## config.mk

```make
export PLATFORM = sky130hd
export DESIGN_NAME = vscale_top
export DESIGN_NICKNAME = d
export VERILOG_FILES = /design/src/hdl/vscale_pkg.sv /design/src/hdl/line_fifo.sv /design/src/hdl/vscale_regs.sv /design/src/hdl/vscale_core.sv /design/src/hdl/vscale_top.sv
export VERILOG_INCLUDE_DIRS = /design/src /design/src/include
export SDC_FILE = /design/constraint.sdc
export NUM_CORES = 2
export LEC_CHECK = 0
export ABC_AREA = 1
export BUFFER_PORTS_ARGS = -buffer_cell sky130_fd_sc_hd__buf_2
export CORE_UTILIZATION = 50
export CTS_CLUSTER_DIAMETER = 80
export CTS_CLUSTER_SIZE = 12
export DETAILED_ROUTE_END_ITERATION = 10
export PLACE_DENSITY = 0.68
export SLEW_MARGIN = 30
export SYNTH_ARGS = -nofsm -noshare
export SYNTH_HDL_FRONTEND = slang
export SYNTH_SLANG_ARGS = --single-unit
```

## constraint.sdc

```tcl
create_clock -name clk -period 53.1 [get_ports clk]
set_clock_uncertainty 0.15 [all_clocks]
set_input_delay 10.62 -clock clk [delete_from_list [all_inputs] [get_ports clk]]
set_output_delay 10.62 -clock clk [all_outputs]
set_load 0.03 [all_outputs]
```

## src/include/vscale_defines.svh

```systemverilog
`ifndef VSCALE_DEFINES_SVH
`define VSCALE_DEFINES_SVH

// pixel and resolution widths
`define VSCALE_PIX_W      8
`define VSCALE_RESO_W     10

// line fifo depth, also the widest line
`define VSCALE_FIFO_DEPTH 64

// axi4-lite port widths
`define VSCALE_AXIL_AW    8
`define VSCALE_AXIL_DW    32

// register byte offsets
`define VSCALE_REG_CTRL    8'h00
`define VSCALE_REG_OWIDTH  8'h04
`define VSCALE_REG_OHEIGHT 8'h08
`define VSCALE_REG_SHEIGHT 8'h0C
`define VSCALE_REG_STATUS  8'h10

`endif

```

## src/hdl/vscale_pkg.sv

```systemverilog
`default_nettype none

`include "vscale_defines.svh"

package vscale_pkg;

	typedef logic [`VSCALE_PIX_W-1:0]      pix_t;
	typedef logic [`VSCALE_RESO_W-1:0]     reso_t;
	// doubled cross-multiplied line centres
	typedef logic [2*`VSCALE_RESO_W+1:0]   pos_t;
	typedef logic [`VSCALE_AXIL_AW-1:0]    axil_addr_t;
	typedef logic [`VSCALE_AXIL_DW-1:0]    axil_data_t;

	// one stream beat
	typedef struct packed {
		logic eol;
		logic sof;
		pix_t data;
	} pix_beat_t;

	// word kept in the line fifos
	typedef struct packed {
		logic eol;
		logic sof;
		pix_t data;
	} fifo_word_t;

	typedef enum logic {
		AXIL_IDLE,
		AXIL_RESP
	} axil_state_t;

	typedef struct packed {
		reso_t ori_width;
		reso_t ori_height;
		reso_t scale_height;
	} vscale_cfg_t;

endpackage

`default_nettype wire

```

## src/hdl/line_fifo.sv

```systemverilog
`timescale 1ns/100ps
`default_nettype none

`include "vscale_defines.svh"

module line_fifo import vscale_pkg::*; #(
	parameter int DEPTH = `VSCALE_FIFO_DEPTH
) (
	input  wire        clk,
	input  wire        int_resetn,
	input  wire        i_clear,
	input  wire        i_wr_en,
	input  fifo_word_t i_wr_data,
	input  wire        i_rd_en,
	output fifo_word_t o_rd_data,
	output logic       o_full,
	output logic       o_empty
);

	localparam int AW = $clog2(DEPTH);

	fifo_word_t mem [DEPTH];
	// one extra bit tells full from empty
	logic [AW:0] wr_ptr;
	logic [AW:0] rd_ptr;

	assign o_empty = (wr_ptr == rd_ptr);
	assign o_full  = (wr_ptr[AW] != rd_ptr[AW]) && (wr_ptr[AW-1:0] == rd_ptr[AW-1:0]);

	always_ff @(posedge clk) begin
		if (!int_resetn || i_clear) begin
			wr_ptr <= '0;
			rd_ptr <= '0;
		end else begin
			if (i_wr_en) begin
				wr_ptr <= wr_ptr + 1'b1;
			end
			if (i_rd_en) begin
				rd_ptr <= rd_ptr + 1'b1;
			end
		end
	end

	always_ff @(posedge clk) begin
		if (i_wr_en) begin
			mem[wr_ptr[AW-1:0]] <= i_wr_data;
		end
	end

	// registered read port
	always_ff @(posedge clk) begin
		if (i_rd_en) begin
			o_rd_data <= mem[rd_ptr[AW-1:0]];
		end
	end

	a_no_overflow: assert property (@(posedge clk) disable iff (!int_resetn || i_clear)
		!(i_wr_en && o_full));
	a_no_underflow: assert property (@(posedge clk) disable iff (!int_resetn || i_clear)
		!(i_rd_en && o_empty));

endmodule

`default_nettype wire

```

## src/hdl/vscale_regs.sv

```systemverilog
`timescale 1ns/100ps
`default_nettype none

`include "vscale_defines.svh"

module vscale_regs import vscale_pkg::*; (
	input  wire         clk,
	input  wire         int_resetn,
	input  wire         i_awvalid,
	input  axil_addr_t  i_awaddr,
	output logic        o_awready,
	input  wire         i_wvalid,
	input  axil_data_t  i_wdata,
	output logic        o_wready,
	output logic        o_bvalid,
	output logic [1:0]  o_bresp,
	input  wire         i_bready,
	input  wire         i_arvalid,
	input  axil_addr_t  i_araddr,
	output logic        o_arready,
	output logic        o_rvalid,
	output axil_data_t  o_rdata,
	output logic [1:0]  o_rresp,
	input  wire         i_rready,
	input  wire         i_busy,
	input  wire         i_frame_done,
	output vscale_cfg_t o_cfg,
	output logic        o_frame_start
);

	axil_state_t wr_state;
	axil_state_t rd_state;
	logic        wr_hs;
	logic        rd_hs;
	logic [7:0]  frame_cnt;
	axil_data_t  rd_word;

	////////////////////////////////////////////////////////////
	// write channel
	////////////////////////////////////////////////////////////

	// address and data are taken together
	assign o_awready = (wr_state == AXIL_IDLE) && i_awvalid && i_wvalid;
	assign o_wready  = o_awready;
	assign wr_hs     = o_awready;
	assign o_bvalid  = (wr_state == AXIL_RESP);
	assign o_bresp   = 2'b00;

	always_ff @(posedge clk) begin
		if (!int_resetn) begin
			wr_state      <= AXIL_IDLE;
			o_cfg         <= '0;
			o_frame_start <= 1'b0;
		end else begin
			o_frame_start <= 1'b0;
			if (wr_hs) begin
				wr_state <= AXIL_RESP;
				case (i_awaddr)
					`VSCALE_REG_CTRL:    o_frame_start <= i_wdata[0];
					`VSCALE_REG_OWIDTH:  o_cfg.ori_width <= i_wdata[`VSCALE_RESO_W-1:0];
					`VSCALE_REG_OHEIGHT: o_cfg.ori_height <= i_wdata[`VSCALE_RESO_W-1:0];
					`VSCALE_REG_SHEIGHT: o_cfg.scale_height <= i_wdata[`VSCALE_RESO_W-1:0];
					default: ;
				endcase
			end else if (o_bvalid && i_bready) begin
				wr_state <= AXIL_IDLE;
			end
		end
	end

	////////////////////////////////////////////////////////////
	// read channel
	////////////////////////////////////////////////////////////

	assign o_arready = (rd_state == AXIL_IDLE);
	assign rd_hs     = o_arready && i_arvalid;
	assign o_rvalid  = (rd_state == AXIL_RESP);
	assign o_rresp   = 2'b00;

	always_comb begin
		rd_word = '0;
		case (i_araddr)
			`VSCALE_REG_OWIDTH:  rd_word[`VSCALE_RESO_W-1:0] = o_cfg.ori_width;
			`VSCALE_REG_OHEIGHT: rd_word[`VSCALE_RESO_W-1:0] = o_cfg.ori_height;
			`VSCALE_REG_SHEIGHT: rd_word[`VSCALE_RESO_W-1:0] = o_cfg.scale_height;
			`VSCALE_REG_STATUS: begin
				rd_word[0]    = i_busy;
				rd_word[15:8] = frame_cnt;
			end
			default: ;
		endcase
	end

	always_ff @(posedge clk) begin
		if (!int_resetn) begin
			rd_state <= AXIL_IDLE;
		end else if (rd_hs) begin
			rd_state <= AXIL_RESP;
		end else if (o_rvalid && i_rready) begin
			rd_state <= AXIL_IDLE;
		end
	end

	// read data held until rready
	always_ff @(posedge clk) begin
		if (rd_hs) begin
			o_rdata <= rd_word;
		end
	end

	// completed output frames
	always_ff @(posedge clk) begin
		if (!int_resetn) begin
			frame_cnt <= '0;
		end else if (i_frame_done) begin
			frame_cnt <= frame_cnt + 8'd1;
		end
	end

	a_bvalid_after_write: assert property (@(posedge clk) disable iff (!int_resetn)
		$rose(o_bvalid) |-> $past(i_awvalid && o_awready && i_wvalid && o_wready));

endmodule

`default_nettype wire

```

## src/hdl/vscale_core.sv

```systemverilog
`timescale 1ns/100ps
`default_nettype none

`include "vscale_defines.svh"

module vscale_core import vscale_pkg::*; (
	input  wire         clk,
	input  wire         int_resetn,
	input  vscale_cfg_t i_cfg,
	input  wire         i_frame_start,
	input  wire         i_s_valid,
	input  pix_beat_t   i_s_beat,
	output logic        o_s_ready,
	output logic        o_m_valid,
	output pix_beat_t   o_m_beat,
	input  wire         i_m_ready,
	output logic        o_fifo_rst,
	output logic        o_f0_wr_en,
	output fifo_word_t  o_f0_wr_data,
	output logic        o_f0_rd_en,
	input  fifo_word_t  i_f0_rd_data,
	input  wire         i_f0_full,
	input  wire         i_f0_empty,
	output logic        o_f1_wr_en,
	output fifo_word_t  o_f1_wr_data,
	output logic        o_f1_rd_en,
	input  fifo_word_t  i_f1_rd_data,
	input  wire         i_f1_full,
	input  wire         i_f1_empty,
	output logic        o_busy,
	output logic        o_frame_done
);

	vscale_cfg_t cfg_q;
	logic        load_q;
	pos_t        i_mul, m_mul, o_mul;
	pos_t        two_s, two_h, m_mul_next, o_mul_next, in_limit, w_pos;
	reso_t       s_rem, m_rem, rd_rem;
	logic        f0_line, rd_d1, sof_pend;
	logic        last_src, out_en, keep, s_hs, s_drop;
	logic signed [9:0]  diff;
	logic signed [12:0] w_s, div_s;
	logic signed [22:0] quo, sum;
	pix_t        pix_out;

	////////////////////////////////////////////////////////////
	// line positions
	////////////////////////////////////////////////////////////

	assign two_s      = pos_t'({cfg_q.scale_height, 1'b0});
	assign two_h      = pos_t'({cfg_q.ori_height, 1'b0});
	assign m_mul_next = m_mul + two_s;
	assign o_mul_next = o_mul + two_h;
	// line at f1 head is the last source line
	assign last_src   = (rd_rem == reso_t'(1));
	assign out_en     = (m_mul >= o_mul) || last_src;
	// head line also serves the next output line
	assign keep       = (m_mul >= o_mul_next) || last_src;
	assign in_limit   = keep ? m_mul : m_mul_next;

	// pixels past the last output line are dropped
	assign s_drop     = (m_rem == '0);
	assign o_s_ready  = !i_frame_start && (s_rem != '0) &&
		(s_drop || (!i_f1_full && (i_mul <= in_limit)));
	assign s_hs       = i_s_valid && o_s_ready;

	////////////////////////////////////////////////////////////
	// line fifo steering
	////////////////////////////////////////////////////////////

	assign o_fifo_rst   = i_frame_start;
	// a reused line is read only once it is fully written
	assign o_f1_rd_en   = !i_frame_start && !load_q && (m_rem != '0) && !rd_d1 &&
		!i_f1_empty && (!keep || (i_mul > m_mul)) && (!f0_line || !i_f0_empty) &&
		(!out_en || !o_m_valid || i_m_ready);
	assign o_f0_rd_en   = o_f1_rd_en && f0_line;
	assign o_f1_wr_en   = (s_hs && !s_drop) || (rd_d1 && keep);
	assign o_f1_wr_data = (rd_d1 && keep) ? i_f1_rd_data :
		fifo_word_t'{eol: i_s_beat.eol, sof: i_s_beat.sof, data: i_s_beat.data};
	assign o_f0_wr_en   = rd_d1 && (!keep || f0_line);
	assign o_f0_wr_data = keep ? i_f0_rd_data : i_f1_rd_data;

	// interpolation weight is capped at 2S past the last source centre
	assign w_pos   = (m_mul >= o_mul) ? (o_mul + two_s - m_mul) : two_s;
	assign w_s     = $signed({1'b0, w_pos[11:0]});
	assign div_s   = $signed({1'b0, two_s[11:0]});
	assign diff    = $signed({2'b00, i_f1_rd_data.data}) - $signed({2'b00, i_f0_rd_data.data});
	assign quo     = (diff * w_s) / div_s;
	assign sum     = quo + $signed({15'd0, i_f0_rd_data.data});
	assign pix_out = f0_line ? sum[7:0] : i_f1_rd_data.data;

	assign o_busy  = load_q || (m_rem != '0);

	always_ff @(posedge clk) begin
		if (!int_resetn || i_frame_start) begin
			cfg_q        <= i_frame_start ? i_cfg : '0;
			load_q       <= i_frame_start;
			i_mul        <= '0;
			m_mul        <= '0;
			o_mul        <= '0;
			s_rem        <= '0;
			m_rem        <= '0;
			rd_rem       <= '0;
			f0_line      <= 1'b0;
			rd_d1        <= 1'b0;
			sof_pend     <= 1'b0;
			o_m_valid    <= 1'b0;
			o_frame_done <= 1'b0;
		end else if (load_q) begin
			// configuration captured so the frame can start
			load_q   <= 1'b0;
			i_mul    <= pos_t'(cfg_q.scale_height);
			m_mul    <= pos_t'(cfg_q.scale_height);
			o_mul    <= pos_t'(cfg_q.ori_height);
			s_rem    <= cfg_q.ori_height;
			rd_rem   <= cfg_q.ori_height;
			m_rem    <= cfg_q.scale_height;
			sof_pend <= 1'b1;
		end else begin
			rd_d1        <= o_f1_rd_en;
			o_frame_done <= 1'b0;
			if (s_hs && i_s_beat.eol) begin
				i_mul <= i_mul + two_s;
				s_rem <= s_rem - 1'b1;
			end
			if (o_m_valid && i_m_ready) begin
				o_m_valid <= 1'b0;
			end
			if (rd_d1 && out_en) begin
				o_m_valid <= 1'b1;
				sof_pend  <= 1'b0;
				if (i_f1_rd_data.eol) begin
					m_rem        <= m_rem - 1'b1;
					o_frame_done <= (m_rem == reso_t'(1));
				end
			end
			// end of a line read from f1
			if (rd_d1 && i_f1_rd_data.eol) begin
				if (out_en) begin
					o_mul <= o_mul_next;
				end
				if (!keep) begin
					m_mul   <= m_mul_next;
					rd_rem  <= rd_rem - 1'b1;
					f0_line <= 1'b1;
				end
			end
		end
	end

	// output payload
	always_ff @(posedge clk) begin
		if (rd_d1 && out_en) begin
			o_m_beat.data <= pix_out;
			o_m_beat.sof  <= sof_pend;
			o_m_beat.eol  <= i_f1_rd_data.eol;
		end
	end

	a_m_stable: assert property (@(posedge clk) disable iff (!int_resetn)
		(o_m_valid && !i_m_ready && !i_frame_start) |=> (o_m_valid && $stable(o_m_beat)));
	a_width_fits: assert property (@(posedge clk) disable iff (!int_resetn)
		load_q |-> (cfg_q.ori_width <= `VSCALE_FIFO_DEPTH));
	// f0 never holds more than a line while f1 feeds it
	a_f0_room: assert property (@(posedge clk) disable iff (!int_resetn)
		o_f0_wr_en |-> !i_f0_full);

endmodule

`default_nettype wire

```

## src/hdl/vscale_top.sv

```systemverilog
`timescale 1ns/100ps
`default_nettype none

`include "vscale_defines.svh"

module vscale_top import vscale_pkg::*; (
	input  wire        clk,
	input  wire        int_resetn,
	input  wire        i_awvalid,
	input  axil_addr_t i_awaddr,
	output logic       o_awready,
	input  wire        i_wvalid,
	input  axil_data_t i_wdata,
	output logic       o_wready,
	output logic       o_bvalid,
	output logic [1:0] o_bresp,
	input  wire        i_bready,
	input  wire        i_arvalid,
	input  axil_addr_t i_araddr,
	output logic       o_arready,
	output logic       o_rvalid,
	output axil_data_t o_rdata,
	output logic [1:0] o_rresp,
	input  wire        i_rready,
	input  wire        i_s_valid,
	input  pix_beat_t  i_s_beat,
	output logic       o_s_ready,
	output logic       o_m_valid,
	output pix_beat_t  o_m_beat,
	input  wire        i_m_ready
);

	vscale_cfg_t cfg;
	logic        frame_start, busy, frame_done, fifo_rst;
	logic        f0_wr_en, f0_rd_en, f0_full, f0_empty;
	logic        f1_wr_en, f1_rd_en, f1_full, f1_empty;
	fifo_word_t  f0_wr_data, f0_rd_data, f1_wr_data, f1_rd_data;

	vscale_regs u_regs (
		.clk(clk), .int_resetn(int_resetn),
		.i_awvalid(i_awvalid), .i_awaddr(i_awaddr), .o_awready(o_awready),
		.i_wvalid(i_wvalid), .i_wdata(i_wdata), .o_wready(o_wready),
		.o_bvalid(o_bvalid), .o_bresp(o_bresp), .i_bready(i_bready),
		.i_arvalid(i_arvalid), .i_araddr(i_araddr), .o_arready(o_arready),
		.o_rvalid(o_rvalid), .o_rdata(o_rdata), .o_rresp(o_rresp), .i_rready(i_rready),
		.i_busy(busy), .i_frame_done(frame_done),
		.o_cfg(cfg), .o_frame_start(frame_start)
	);

	vscale_core u_core (
		.clk(clk), .int_resetn(int_resetn),
		.i_cfg(cfg), .i_frame_start(frame_start),
		.i_s_valid(i_s_valid), .i_s_beat(i_s_beat), .o_s_ready(o_s_ready),
		.o_m_valid(o_m_valid), .o_m_beat(o_m_beat), .i_m_ready(i_m_ready),
		.o_fifo_rst(fifo_rst),
		.o_f0_wr_en(f0_wr_en), .o_f0_wr_data(f0_wr_data), .o_f0_rd_en(f0_rd_en),
		.i_f0_rd_data(f0_rd_data), .i_f0_full(f0_full), .i_f0_empty(f0_empty),
		.o_f1_wr_en(f1_wr_en), .o_f1_wr_data(f1_wr_data), .o_f1_rd_en(f1_rd_en),
		.i_f1_rd_data(f1_rd_data), .i_f1_full(f1_full), .i_f1_empty(f1_empty),
		.o_busy(busy), .o_frame_done(frame_done)
	);

	// previous source line
	line_fifo #(.DEPTH(`VSCALE_FIFO_DEPTH)) u_f0 (
		.clk(clk), .int_resetn(int_resetn), .i_clear(fifo_rst),
		.i_wr_en(f0_wr_en), .i_wr_data(f0_wr_data), .i_rd_en(f0_rd_en),
		.o_rd_data(f0_rd_data), .o_full(f0_full), .o_empty(f0_empty)
	);

	// current source line
	line_fifo #(.DEPTH(`VSCALE_FIFO_DEPTH)) u_f1 (
		.clk(clk), .int_resetn(int_resetn), .i_clear(fifo_rst),
		.i_wr_en(f1_wr_en), .i_wr_data(f1_wr_data), .i_rd_en(f1_rd_en),
		.o_rd_data(f1_rd_data), .o_full(f1_full), .o_empty(f1_empty)
	);

endmodule

`default_nettype wire

```

==> impl_metrics.ini <==
[yosys]
postSynthAreaPerCell_um2 = 9.64
synth-edff-count = 1151
syn_area_mm2 = 0.0717
syn-instance-count = 7439
async_flop_share = 0
yosys-top-cells-area = edfxtp_1 48%, ha_1 6.8%, o21ai_0 5.9%, nand2_1 5.8%, nor2_1 5.4%
yosysUniqueCellTypes = 74
yosys.area.top_type_share = 0.482
ys.warnings.count = 0
ys_seq_elements = 1322
ys.flop_type = edfxtp_1
ys_seq_area_frac = 0.530
yosysTopAreaCell = edfxtp_1

[critical_path]
reg2reg_from = u_core.cfg_q[0]
critPathSlowestCell = fa_1
worstSetupPathType = reg -> reg
startpoint_type = register
critPathMostFrequentCell = nand2_1
reg2reg_to = u_core.o_m_beat[7]
critPathCaptureType = register
cp_data_arrival_time_ns = 50.01
r2r_cells = 378
r2r_slack_ns = 3.45
critPathRequiredTime_ns = 53.46
slowest_delay_ns = 0.54
crit_fanout = 18

[grt]
grt_pass1_wl_um = 290000
grt_use_total = 0.253
antenna_found_initial = 1
overflow = 0
grt_max_degree = 124
first_global_vias = 52300

[sta]
slew_headroom = 0.298
hold_viol_final = 0
max_freq_mhz = 20.1
worst_slew_pin_slew_ns = 1.05
finalCriticalPeriod_ns = 49.65
setup_viol = 0
fin_crit_sh = 0.935
slew_violations = 0

[finish]
layout-drive-gt1-share = 0.120
final_core_util = 0.565
multi_input_area_mm2 = 0.0308
fin_area_mm2 = 0.0802
diodes = 0
num-fill-cells = 12200
final_nets = 8178
regArea_mm2 = 0.0380
area_growth_pct = 11.8

[min_path]
holdPathStages = 0
min_from = u_core.sof_pend
whs_endpoint = u_core.o_m_beat[8]
hold_path_class = reg -> reg

[clock_network]
cts.clk_slew.worst_paths_ns = 0.07
htree_levels = 3
cts_tree = yes
cts_hold_buf = 0
clk_path_buf_depth = 3
clock_latency_ns = 0.77
cts_sinks = 1322
cts-root-buf = clkbuf_16
numCtsBuffers = 120

[detailed_routing]
antenna_left = 0
vias = 55300
drt_pass1_iterations = 11
wire_per_inst_um = 19.7
drt_drc_violations_left = 1
routed_wl_um = 189000
first_iter_violations = 5232
vias_per_cell = 5.75

[die]
initial_core_util = 0.505
die_h_um = 381
die_width_um = 381
design.portCount = 120
fp-row-count = 138
dieArea_mm2 = 0.145
core_mm2 = 0.142

[run]
maxCapViolations = 0

[placed_design]
post-dp-hpwl_um = 123000
gp_congestion = 0.917
place_area_mm2 = 0.0751
port_buffers = 76

[run_status]
status = finished, violations left
violations = design-rule violations
-- worst max-delay path, delay by kind of cell (launching register included) --
kind,cells,cell delay [ns]
fa+ha+maj,32,9.94
flops,1,0.40
buf+inv,74,5.52
compound gates,129,18.50
xor+xnor,4,0.79
simple gates,139,13.96
-- kinds of logic (layout without fill, tap and decap cells) --
kind of cell / count (synthesis) / count (layout) / share of synthesized area
adders and majority gates: 475 / 475 / 0.0920
muxes: 5 / 5 / 0.000785
other: 1 / 21 / 0.0000523
AOI/OAI and AO/OA: 1678 / 1679 / 0.133
xor gates and xnor gates: 214 / 214 / 0.0263
and+or+nand+nor: 2722 / 2722 / 0.162
buffers and inverters: 1022 / 1280 / 0.0558
DFF: 1322 / 1322 / 0.530
-- per-stage QoR --
step / setup TNS (ns) / hold WS (ns) / instances / setup slack [ns]
after floorplan: 0 / 0.259 / 7459 / 0.0339
after global placement: -0.126 / 0.269 / 9319 / -0.126
after detailed placement: -3.57 / 0.267 / 9319 / -1.22
after CTS: 0 / 0.285 / 9526 / 0.0375
after global routing: -0.644 / 0.301 / 9608 / -0.577
final: 0 / 0.288 / 9608 / 3.45
-- state kept, by name, indices dropped and copies added (netlist names), 10 cells and up --
register and cells:
u_regs.o_cfg 30, u_core.rd_rem 10, u_core.s_rem 10, u_core.i_mul 22
u_core.cfg_q 20, u_core.o_mul 22, u_core.m_mul 22, u_regs.o_rdata 16
u_f0.mem 512, u_core.m_rem 10, u_f1.mem 576, u_core.o_m_beat 10
-- cell usage after synthesis (30+ instances only) --
| library cell | number |
|---|---|
| o221ai_1 | 113 |
| ha_1 | 388 |
| nand3_1 | 269 |
| dfxtp_1 | 171 |
| a21oi_1 | 314 |
| nand2_1 | 1112 |
| o22ai_1 | 172 |
| nand2_2 | 30 |
| xnor2_1 | 73 |
| nor2_1 | 1027 |
| inv_1 | 653 |
| o21ai_0 | 842 |
| xor2_1 | 140 |
| fa_1 | 87 |
| nor3_1 | 62 |
| clkbuf_1 | 291 |
| edfxtp_1 | 1151 |
| a31oi_1 | 63 |
| o211ai_1 | 36 |
| or2_2 | 32 |
| nand4_1 | 88 |
-- placed cells by master (no fill, tap or decap), types with 110 or more instances in the layout --
| cell type | synthesis | routed |
|---|---|---|
| a21oi_1 | 314 | 260 |
| buf_4 | 21 | 298 |
| clkbuf_16 | 0 | 122 |
| dfxtp_1 | 171 | 163 |
| edfxtp_1 | 1151 | 1151 |
| ha_1 | 388 | 374 |
| inv_1 | 653 | 634 |
| nand2_1 | 1112 | 1091 |
| nand3_1 | 269 | 264 |
| nor2_1 | 1027 | 971 |
| o21ai_0 | 842 | 785 |
| o221ai_1 | 113 | 110 |
| o22ai_1 | 172 | 172 |
| xor2_1 | 140 | 139 |
-- timing repair --
item,in CTS,in global routing
endpoints found under the setup margin,7,8
resized for setup,25,238
cloned,1,1
pin swaps,3,146
buffers inserted,2,79
-- how the worst max path moves through the flow --
stage                          startpoint            endpoint  slack [ns]  cells after the start
after CTS                 u_core.cfg_q[0]  u_core.o_m_beat[7]        0.04                    380
after detailed placement  u_core.cfg_q[0]  u_core.o_m_beat[7]       -1.22                    374
after floorplan           u_core.cfg_q[0]  u_core.o_m_beat[7]        0.03                    392
after global routing      u_core.o_mul[3]  u_core.o_m_beat[7]       -0.58                    381
final                     u_core.cfg_q[0]  u_core.o_m_beat[7]        3.45                    378
after global placement    u_core.cfg_q[0]  u_core.o_m_beat[7]       -0.13                    371
-- layer usage --
metal  vias up  wire (um)  global-route usage
met4         0       5940              0.0860
met3       355      16100              0.0376
met5         -          0                   0
met2      2167      88300               0.409
li1      26300          -                   -
met1     26400      78800               0.349
-- layout make-up --
class,count,area share
inverters,691,0.0330
multi-input cells,5116,0.385
well taps,1890,0.0295
repair buffers,385,0.0351
flip-flops and latches,1322,0.474
clock buffers,196,0.0413
clock inverters,8,0.00220
Power is left out: the tool's default activity adds up to more than one toggle a clock period on the data nets, which glitch-free logic cannot reach.
